`src/source/coreTypes.sv`:
```
// package with core widths, opcodes, ALU operations and stage payload structs
`default_nettype none

package coreTypes;

    localparam int xlen = 32;
    localparam int regAddrWidth = 5;
    localparam logic [31:0] resetPc = 32'h0000_0000;

    // RV32I major opcodes of the supported subset
    localparam logic [6:0] opLui = 7'b0110111;
    localparam logic [6:0] opImm = 7'b0010011;
    localparam logic [6:0] opReg = 7'b0110011;
    localparam logic [6:0] opBranch = 7'b1100011;
    localparam logic [6:0] opJal = 7'b1101111;

    typedef enum logic [3:0] {
        aluAdd = 4'd0,
        aluSub = 4'd1,
        aluAnd = 4'd2,
        aluOr = 4'd3,
        aluXor = 4'd4,
        aluSlt = 4'd5,
        aluPassB = 4'd6   // LUI just forwards the immediate
    } aluOpT;

    // IF/ID
    typedef struct packed {
        logic valid;
        logic [xlen-1:0] pc;
        logic [31:0] inst;
    } fetchPayloadT;

    // ID/EX
    typedef struct packed {
        logic valid;
        logic [xlen-1:0] pc;
        logic [regAddrWidth-1:0] rs1;
        logic [regAddrWidth-1:0] rs2;
        logic [regAddrWidth-1:0] rd;
        logic [xlen-1:0] rs1Value;
        logic [xlen-1:0] rs2Value;
        logic [xlen-1:0] imm;
        aluOpT aluOp;
        logic useImm;
        logic isBranch;
        logic branchNe;   // BNE when set, BEQ otherwise
        logic isJal;
        logic writesRd;
    } decodePayloadT;

    // EX/retire
    typedef struct packed {
        logic valid;
        logic [xlen-1:0] pc;
        logic [regAddrWidth-1:0] rd;
        logic writesRd;
        logic [xlen-1:0] data;
    } retirePayloadT;

endpackage

`default_nettype wire

```
`src/source/writebackIf.sv`:
```
// interface for the write-back bus from retire to register file and forwarding
`default_nettype none
`timescale 1ns/10ps

interface writebackIf import coreTypes::*; ();

    logic valid;
    logic [regAddrWidth-1:0] rd;
    logic [xlen-1:0] data;

    modport source (
        output valid,
        output rd,
        output data
    );

    // register file write port
    modport sink (
        input valid,
        input rd,
        input data
    );

    // execute stage forwarding
    modport monitor (
        input valid,
        input rd,
        input data
    );

endinterface

`default_nettype wire

```
`src/source/stageRegister.sv`:
```
// generic pipeline register with hold on stall and bubble on flush
`default_nettype none
`timescale 1ns/10ps

module stageRegister import coreTypes::*; #(
    parameter type payloadT = fetchPayloadT
) (
    input logic clk,
    input logic reset,
    input logic advance,
    input logic flush,
    input payloadT din,
    output payloadT dout
);

    payloadT bubble;

    // same payload, slot marked empty
    always_comb begin
        bubble = din;
        bubble.valid = 1'b0;
    end

    always_ff @(posedge clk or posedge reset) begin
        if (reset) begin
            dout <= '0;
        end else if (advance) begin
            dout <= flush ? bubble : din;
        end
    end

endmodule

`default_nettype wire

```
`src/source/fetchUnit.sv`:
```
// program counter with sequential advance, redirect and hold
`default_nettype none
`timescale 1ns/10ps

module fetchUnit import coreTypes::*; (
    input logic clk,
    input logic reset,
    input logic advance,
    input logic fetchReady,
    input logic redirect,
    input logic [xlen-1:0] redirectTarget,
    output logic [xlen-1:0] fetchAddr
);

    logic [xlen-1:0] pc;

    always_ff @(posedge clk or posedge reset) begin
        if (reset) begin
            pc <= resetPc;
        end else if (advance) begin
            if (redirect) begin
                pc <= redirectTarget;   // taken branch or jump wins
            end else if (fetchReady) begin
                pc <= pc + 32'd4;
            end
        end
    end

    assign fetchAddr = pc;

endmodule

`default_nettype wire

```
`src/source/registerFile.sv`:
```
// 32 x 32-bit register file, two read ports, one write port with write-through
`default_nettype none
`timescale 1ns/10ps

module registerFile import coreTypes::*; (
    input logic clk,
    input logic reset,
    input logic [regAddrWidth-1:0] readAddr1,
    input logic [regAddrWidth-1:0] readAddr2,
    output logic [xlen-1:0] readData1,
    output logic [xlen-1:0] readData2,
    writebackIf.sink writeback
);

    logic [xlen-1:0] regs [32];
    logic writeActive;

    // x0 is never written
    assign writeActive = writeback.valid && (writeback.rd != '0);

    always_ff @(posedge clk or posedge reset) begin
        if (reset) begin
            regs <= '{default: '0};
        end else if (writeActive) begin
            regs[writeback.rd] <= writeback.data;
        end
    end

    // same-cycle write shows up on the read ports
    assign readData1 = (writeActive && writeback.rd == readAddr1) ? writeback.data
                                                                  : regs[readAddr1];
    assign readData2 = (writeActive && writeback.rd == readAddr2) ? writeback.data
                                                                  : regs[readAddr2];

endmodule

`default_nettype wire

```
`src/source/decodeUnit.sv`:
```
// instruction decode: fields, immediates, control flags and register reads
`default_nettype none
`timescale 1ns/10ps

module decodeUnit import coreTypes::*; (
    input fetchPayloadT fetched,
    output logic [regAddrWidth-1:0] readAddr1,
    output logic [regAddrWidth-1:0] readAddr2,
    input logic [xlen-1:0] readData1,
    input logic [xlen-1:0] readData2,
    output decodePayloadT decoded
);

    logic [31:0] inst;
    logic [6:0] opcode;
    logic [2:0] funct3;
    logic [6:0] funct7;
    logic [xlen-1:0] immI;
    logic [xlen-1:0] immB;
    logic [xlen-1:0] immU;
    logic [xlen-1:0] immJ;
    logic supported;

    assign inst = fetched.inst;
    assign opcode = inst[6:0];
    assign funct3 = inst[14:12];
    assign funct7 = inst[31:25];
    assign readAddr1 = inst[19:15];
    assign readAddr2 = inst[24:20];

    assign immI = {{20{inst[31]}}, inst[31:20]};
    assign immB = {{19{inst[31]}}, inst[31], inst[7], inst[30:25], inst[11:8], 1'b0};
    assign immU = {inst[31:12], 12'b0};
    assign immJ = {{11{inst[31]}}, inst[31], inst[19:12], inst[20], inst[30:21], 1'b0};

    always_comb begin
        supported = 1'b1;
        decoded = '0;
        decoded.pc = fetched.pc;
        decoded.rs1 = readAddr1;
        decoded.rs2 = readAddr2;
        decoded.rd = inst[11:7];
        decoded.rs1Value = readData1;
        decoded.rs2Value = readData2;
        decoded.aluOp = aluAdd;
        case (opcode)
            opLui: begin
                decoded.imm = immU;
                decoded.useImm = 1'b1;
                decoded.aluOp = aluPassB;
                decoded.writesRd = 1'b1;
            end
            opImm: begin
                decoded.imm = immI;
                decoded.useImm = 1'b1;
                decoded.writesRd = 1'b1;
                case (funct3)
                    3'b000: decoded.aluOp = aluAdd;
                    3'b010: decoded.aluOp = aluSlt;
                    3'b100: decoded.aluOp = aluXor;
                    3'b110: decoded.aluOp = aluOr;
                    3'b111: decoded.aluOp = aluAnd;
                    default: supported = 1'b0;   // shifts, sltiu
                endcase
            end
            opReg: begin
                decoded.writesRd = 1'b1;
                case ({funct7, funct3})
                    10'b0000000_000: decoded.aluOp = aluAdd;
                    10'b0100000_000: decoded.aluOp = aluSub;
                    10'b0000000_010: decoded.aluOp = aluSlt;
                    10'b0000000_100: decoded.aluOp = aluXor;
                    10'b0000000_110: decoded.aluOp = aluOr;
                    10'b0000000_111: decoded.aluOp = aluAnd;
                    default: supported = 1'b0;
                endcase
            end
            opBranch: begin
                decoded.imm = immB;
                decoded.isBranch = 1'b1;
                decoded.branchNe = funct3[0];
                supported = (funct3[2:1] == 2'b00);   // only beq/bne
            end
            opJal: begin
                decoded.imm = immJ;
                decoded.isJal = 1'b1;
                decoded.writesRd = 1'b1;
            end
            default: supported = 1'b0;
        endcase
        decoded.valid = fetched.valid && supported;
    end

endmodule

`default_nettype wire

```
`src/source/executeUnit.sv`:
```
// execute stage: operand forwarding, ALU, branch and jump resolution
`default_nettype none
`timescale 1ns/10ps

module executeUnit import coreTypes::*; (
    input decodePayloadT decoded,
    input retirePayloadT retireStage,
    writebackIf.monitor writeback,
    output logic redirect,
    output logic [xlen-1:0] redirectTarget,
    output retirePayloadT result
);

    logic [xlen-1:0] operand1;
    logic [xlen-1:0] operand2;
    logic [xlen-1:0] aluB;
    logic [xlen-1:0] aluResult;
    logic [xlen-1:0] linkAddr;
    logic branchTaken;
    logic keepRd;

    // youngest producer first, then the write-back bus, then the file value
    function automatic logic [xlen-1:0] pickOperand(
        input logic [regAddrWidth-1:0] rs,
        input logic [xlen-1:0] fileValue,
        input retirePayloadT older,
        input logic wbValid,
        input logic [regAddrWidth-1:0] wbRd,
        input logic [xlen-1:0] wbData
    );
        logic [xlen-1:0] value;
        value = fileValue;
        if (rs != '0) begin
            if (older.valid && older.writesRd && older.rd == rs) begin
                value = older.data;
            end else if (wbValid && wbRd == rs) begin
                value = wbData;
            end
        end
        return value;
    endfunction

    assign operand1 = pickOperand(decoded.rs1, decoded.rs1Value, retireStage,
                                  writeback.valid, writeback.rd, writeback.data);
    assign operand2 = pickOperand(decoded.rs2, decoded.rs2Value, retireStage,
                                  writeback.valid, writeback.rd, writeback.data);
    assign aluB = decoded.useImm ? decoded.imm : operand2;

    always_comb begin
        case (decoded.aluOp)
            aluAdd: aluResult = operand1 + aluB;
            aluSub: aluResult = operand1 - aluB;
            aluAnd: aluResult = operand1 & aluB;
            aluOr: aluResult = operand1 | aluB;
            aluXor: aluResult = operand1 ^ aluB;
            aluSlt: aluResult = {31'b0, $signed(operand1) < $signed(aluB)};
            aluPassB: aluResult = aluB;
            default: aluResult = '0;
        endcase
    end

    // branches compare the raw register operands
    assign branchTaken = decoded.isBranch &&
                         (decoded.branchNe ? (operand1 != operand2) : (operand1 == operand2));
    assign redirect = decoded.valid && (decoded.isJal || branchTaken);
    assign redirectTarget = decoded.pc + decoded.imm;
    assign linkAddr = decoded.pc + 32'd4;

    // writes to x0 retire as non-writing
    assign keepRd = decoded.writesRd && (decoded.rd != '0);

    always_comb begin
        result = '0;
        result.valid = decoded.valid;
        result.pc = decoded.pc;
        result.writesRd = keepRd;
        if (keepRd) begin
            result.rd = decoded.rd;
            result.data = decoded.isJal ? linkAddr : aluResult;
        end
    end

endmodule

`default_nettype wire

```
`src/source/pipelineCore.sv`:
```
// four-stage RV32I core top: fetch, decode, execute and retire wiring
`default_nettype none
`timescale 1ns/10ps

module pipelineCore import coreTypes::*; (
    input logic clk,
    input logic reset,
    output logic [xlen-1:0] fetchAddr,
    input logic [31:0] fetchInst,
    input logic fetchReady,
    output logic retireValid,
    output logic [xlen-1:0] retirePc,
    output logic [regAddrWidth-1:0] retireRd,
    output logic [xlen-1:0] retireData,
    input logic retireReady
);

    fetchPayloadT fetchedIn;
    fetchPayloadT fetchedOut;
    decodePayloadT decodedIn;
    decodePayloadT decodedOut;
    retirePayloadT retireIn;
    retirePayloadT retireOut;

    logic advance;
    logic redirect;
    logic [xlen-1:0] redirectTarget;
    logic [regAddrWidth-1:0] readAddr1;
    logic [regAddrWidth-1:0] readAddr2;
    logic [xlen-1:0] readData1;
    logic [xlen-1:0] readData2;

    writebackIf wbBus ();

    // whole pipe freezes while a retirement waits for acceptance
    assign advance = !(retireOut.valid && !retireReady);

    fetchUnit fetch (
        .clk(clk),
        .reset(reset),
        .advance(advance),
        .fetchReady(fetchReady),
        .redirect(redirect),
        .redirectTarget(redirectTarget),
        .fetchAddr(fetchAddr)
    );

    assign fetchedIn.valid = fetchReady;
    assign fetchedIn.pc = fetchAddr;
    assign fetchedIn.inst = fetchInst;

    stageRegister #(.payloadT(fetchPayloadT)) ifId (
        .clk(clk),
        .reset(reset),
        .advance(advance),
        .flush(redirect),
        .din(fetchedIn),
        .dout(fetchedOut)
    );

    decodeUnit decode (
        .fetched(fetchedOut),
        .readAddr1(readAddr1),
        .readAddr2(readAddr2),
        .readData1(readData1),
        .readData2(readData2),
        .decoded(decodedIn)
    );

    registerFile regFile (
        .clk(clk),
        .reset(reset),
        .readAddr1(readAddr1),
        .readAddr2(readAddr2),
        .readData1(readData1),
        .readData2(readData2),
        .writeback(wbBus)
    );

    stageRegister #(.payloadT(decodePayloadT)) idEx (
        .clk(clk),
        .reset(reset),
        .advance(advance),
        .flush(redirect),
        .din(decodedIn),
        .dout(decodedOut)
    );

    executeUnit execute (
        .decoded(decodedOut),
        .retireStage(retireOut),
        .writeback(wbBus),
        .redirect(redirect),
        .redirectTarget(redirectTarget),
        .result(retireIn)
    );

    // the branch itself always moves on to retire
    stageRegister #(.payloadT(retirePayloadT)) exRetire (
        .clk(clk),
        .reset(reset),
        .advance(advance),
        .flush(1'b0),
        .din(retireIn),
        .dout(retireOut)
    );

    assign wbBus.valid = retireOut.valid && retireOut.writesRd && retireReady;
    assign wbBus.rd = retireOut.rd;
    assign wbBus.data = retireOut.data;

    assign retireValid = retireOut.valid;
    assign retirePc = retireOut.pc;
    assign retireRd = retireOut.rd;
    assign retireData = retireOut.data;

endmodule

`default_nettype wire

```
`config.mk`:
```
export PLATFORM = sky130hd
export DESIGN_NAME = pipelineCore
export DESIGN_NICKNAME = d
export VERILOG_FILES = /design/src/source/coreTypes.sv /design/src/source/writebackIf.sv /design/src/source/stageRegister.sv /design/src/source/fetchUnit.sv /design/src/source/registerFile.sv /design/src/source/decodeUnit.sv /design/src/source/executeUnit.sv /design/src/source/pipelineCore.sv
export SDC_FILE = /design/constraint.sdc
export NUM_CORES = 2
export LEC_CHECK = 0
export ABC_CLOCK_PERIOD_IN_PS = 88100
export CAP_MARGIN = 10
export CORE_MARGIN = 8
export CORE_UTILIZATION = 55
export DETAILED_ROUTE_END_ITERATION = 16
export DONT_BUFFER_PORTS = 1
export PLACE_DENSITY_LB_ADDON = 0.15
export SLEW_MARGIN = 10
export SYNTH_ARGS = -nofsm -noshare
export SYNTH_HDL_FRONTEND = slang
export SYNTH_SLANG_ARGS = --single-unit
export TNS_END_PERCENT = 5
```
`constraint.sdc`:
```
create_clock -name clk -period 88.1 [get_ports clk]
set_input_delay 4.405 -clock clk [delete_from_list [all_inputs] [get_ports clk]]
set_output_delay 4.405 -clock clk [all_outputs]
set_load 0.05 [all_outputs]
```
==> impl_metrics.yaml <==
worst_setup_path:
  path_cells: "inv_8 -> buf_4 -> buf_4 -> buf_4 -> buf_4 -> buf_4"
  timing.reg2reg.setup_slack_ns: 80.97
  critPathTopFamily: "buffers and inverters"
  timing.rr.start: "exRetire.dout[37]"
  critical_path_class: "primary input to async pin"
  cp_common_cell: "sky130_fd_sc_hd__buf_4"
  endpoint: "regFile.regs[414]"
  crit_path_start_kind: "primary input"
  worst_path_arrival_time_ns: 9.06
  cp.required_ns: 88.93
  critical_path.max_stage_delay_ns: 0.95
  crit_path_max_fanout: 95
  worstReg2RegEnd: "exRetire.dout[28]"
  timing.critical_path.from: "reset"
  cp-end-kind: "async pin"
  path_depth: 6
  timing.reg2reg.worst_path_depth: 17
  worst_path_cell_with_the_longest_stage_delay: "sky130_fd_sc_hd__buf_4"
  cp_num_buf_inv: 6
worst_hold_path:
  hold_class: "flip-flop to flip-flop"
timing:
  worst_slew_pin_slew_ns: 1.22
  timing_max_transition_violations_final: 0
  timing.max_slew.rel_slack: 0.187
  finalSetupTns_ns: 0
  timing.clock.skew_ns: 0.0337
  post-route-worst-setup-slack_ns: 79.87
  fmaxAchievable_mhz: 121
  timing.final.hold_violations: 0
  final.period_utilization: 0.0935
  finalSetupViolCount: 0
  timing.final.crit_period_ns: 8.23
  rsz0062_at_grt: "no"
layout:
  fillerInstances: 11300
  post_route_cell_area_um2: 82800
  layout.core_utilization: 0.595
  areaGrowthSynthToFinish_pct: 7.61
  final_nets: 6523
  drive_gt1_frac: 0.259
  layout.cells.most_common_list: "sky130_fd_sc_hd__dfrtp_1 (1326), sky130_fd_sc_hd__nand2_1 (1161), sky130_fd_sc_hd__o21ai_0 (727)"
  fin_cells: 8337
  layout_commonest_cell: "sky130_fd_sc_hd__dfrtp_1"
logic_synthesis:
  synthesis.area_um2: 76900
  postSynthAreaPerCell_um2: 11.4
  postSynth.topFlopCell: "sky130_fd_sc_hd__dfrtp_1"
  synth.area.top_cells: "sky130_fd_sc_hd__dfrtp_1 (44%), sky130_fd_sc_hd__mux4_2 (19%), sky130_fd_sc_hd__mux2_2 (8.3%)"
  ys.warnings.count: 0
  seq_area_frac_synth: 0.437
  synth_top_area_share: 0.437
  yosysUniqueCellTypes: 93
  post_synth_inst_count: 6748
  yosys.area.top_type: "sky130_fd_sc_hd__dfrtp_1"
  syn_nets: 6933
  post_synthesis_async_set_or_reset_flop_share: 1.00
  postSynthRegisterBits: 1344
  edff_count_synth: 0
drt:
  vias_per_cell: 6.75
  detail_route.first_pass.iterations: 5
  detailedRoute.firstIterationViolations: 6079
  routedWlPerCell_um: 30.1
  drt_drc: 0
  postRouteAntennaNets: 0
  postRouteWirelength_mm: 251
  routed-via-count: 56200
die:
  num_rows: 137
  core_area_um2: 139000
  start_util: 0.552
  die_area_um2: 152000
  dieWidth_um: 390
  io_pins: 138
  fp.dieH_um: 390
clock_tree:
  cts_root_buffer: "sky130_fd_sc_hd__clkbuf_16"
  cts_buffer_depth: 3
  postCtsHoldBufs: 0
  post_cts_resize_count: 0
  cts_bufs_inserted: 149
  clkSinkCount: 1344
  post-cts-setup-buffer-count: 0
  ctsHtreeMaxLevel: 4
  path_clk_slew_ns: 0.06
  cts_tree: "done"
  clkLatencyLatePin_ns: 0.80
global_routing:
  via_count_of_the_first_global_routing_pass: 56000
  grt_start_max_net_pins: 224
  grtUsageTotal: 0.329
  global_route.overflow_total: 0
  grt_first_pass_wirelength_mm: 376
  antenna_violations_before_repair: 9
power:
  power.ir.vdd_worst_v: 0.0000163
  cellPowerDensity_nw_per_um2: 16.5
  power.static_leakage_nw: 37.2
place:
  gp_routability_congestion: 1.01
  placement.cell_area_um2: 77700
  detailed_place_hpwl_mm: 151
  post-place-ws_ns: 78.79
  numPortBuffers: 0
  placed_cells: 8063
run_status:
  outcome: "complete, no violations"
run:
  max_capacitance_violation_count: 0
state kept, by name, summed over array words and instances, names as in the netlist:
register / flops
regFile.regs: 1024
idEx.dout: 152
exRetire.dout: 71
ifId.dout: 65
fetch.fetchAddr: 32
synthesized netlist by cell type, drive strengths merged (11+ instances only):
cell type  instances
xor2              64
a22o              17
o211ai            23
or4               13
nor2b             12
inv              164
xnor2             64
a211oi            47
a221oi            14
mux2             567
nand2b            13
clkbuf           504
a221o             28
o31ai             16
or3               12
nor2             164
o21bai            27
and2              18
ha               146
a21oi            211
nand2           1173
nand3             57
o21ai            728
o22ai             21
a22oi             15
and3              24
nor4              11
o221ai            45
nand4             26
nor3              63
dfrtp           1344
a21o              28
mux4             641
mux2i            116
buf              191
a31oi             13
stage by stage:
stage	power, mW	hold slack [ns]
after global routing	1.40	0.409
after global placement	0.731	0.376
after CTS	1.37	0.396
after detailed placement	0.732	0.383
after floorplan	0.710	0.439
final	1.36	0.393
how the worst min path moves through the flow:
stage / start / end / slack, ns / cells past startpoint
after floorplan: ifId.dout[32] / ifId.dout[32] / 0.44 / 2
after global placement: regFile.regs[1013] / regFile.regs[1013] / 0.38 / 0
after detailed placement: regFile.regs[1021] / regFile.regs[1021] / 0.38 / 0
after CTS: regFile.regs[1021] / regFile.regs[1021] / 0.40 / 0
after global routing: regFile.regs[1006] / regFile.regs[1006] / 0.41 / 0
final: regFile.regs[1017] / regFile.regs[1017] / 0.39 / 0
where the power goes:
part | leakage [nW] | total [mW] | switching [mW] | internal [mW]
combinational | 16.1 | 0.0715 | 0.0466 | 0.0248
sequential | 18.6 | 0.649 | 0.0245 | 0.624
clock | 2.46 | 0.643 | 0.273 | 0.370
logic make-up after synthesis:
family                     after synthesis  synth area share
DFF                                   1344             0.437
and+or+nand+nor                       1623            0.0884
AOI/OAI and AO/OA                     1315             0.102
muxes                                 1324             0.286
buffers and inverters                  865            0.0472
adders and majority gates              149            0.0245
xor gates and xnor gates               128            0.0148
area by class of cell:
class / instances / area, um2 / share of cell area
multi-input combinational: 4539 / 39900 / 0.482
sequential: 1344 / 33700 / 0.407
clock buffer: 215 / 4300 / 0.0519
tap: 1876 / 2350 / 0.0284
timing repair buffer: 134 / 1090 / 0.0132
clock inverter: 53 / 767 / 0.00927
inverter: 170 / 646 / 0.00780
antenna: 6 / 15.0 / 0.000181
per-layer routing:
metal  global-route usage  share of wire
met1                0.457           0.41
met2                0.499           0.45
met3               0.0763          0.093
met4                0.142          0.048
met5                    0              0
(Power assumes the default switching activity.)
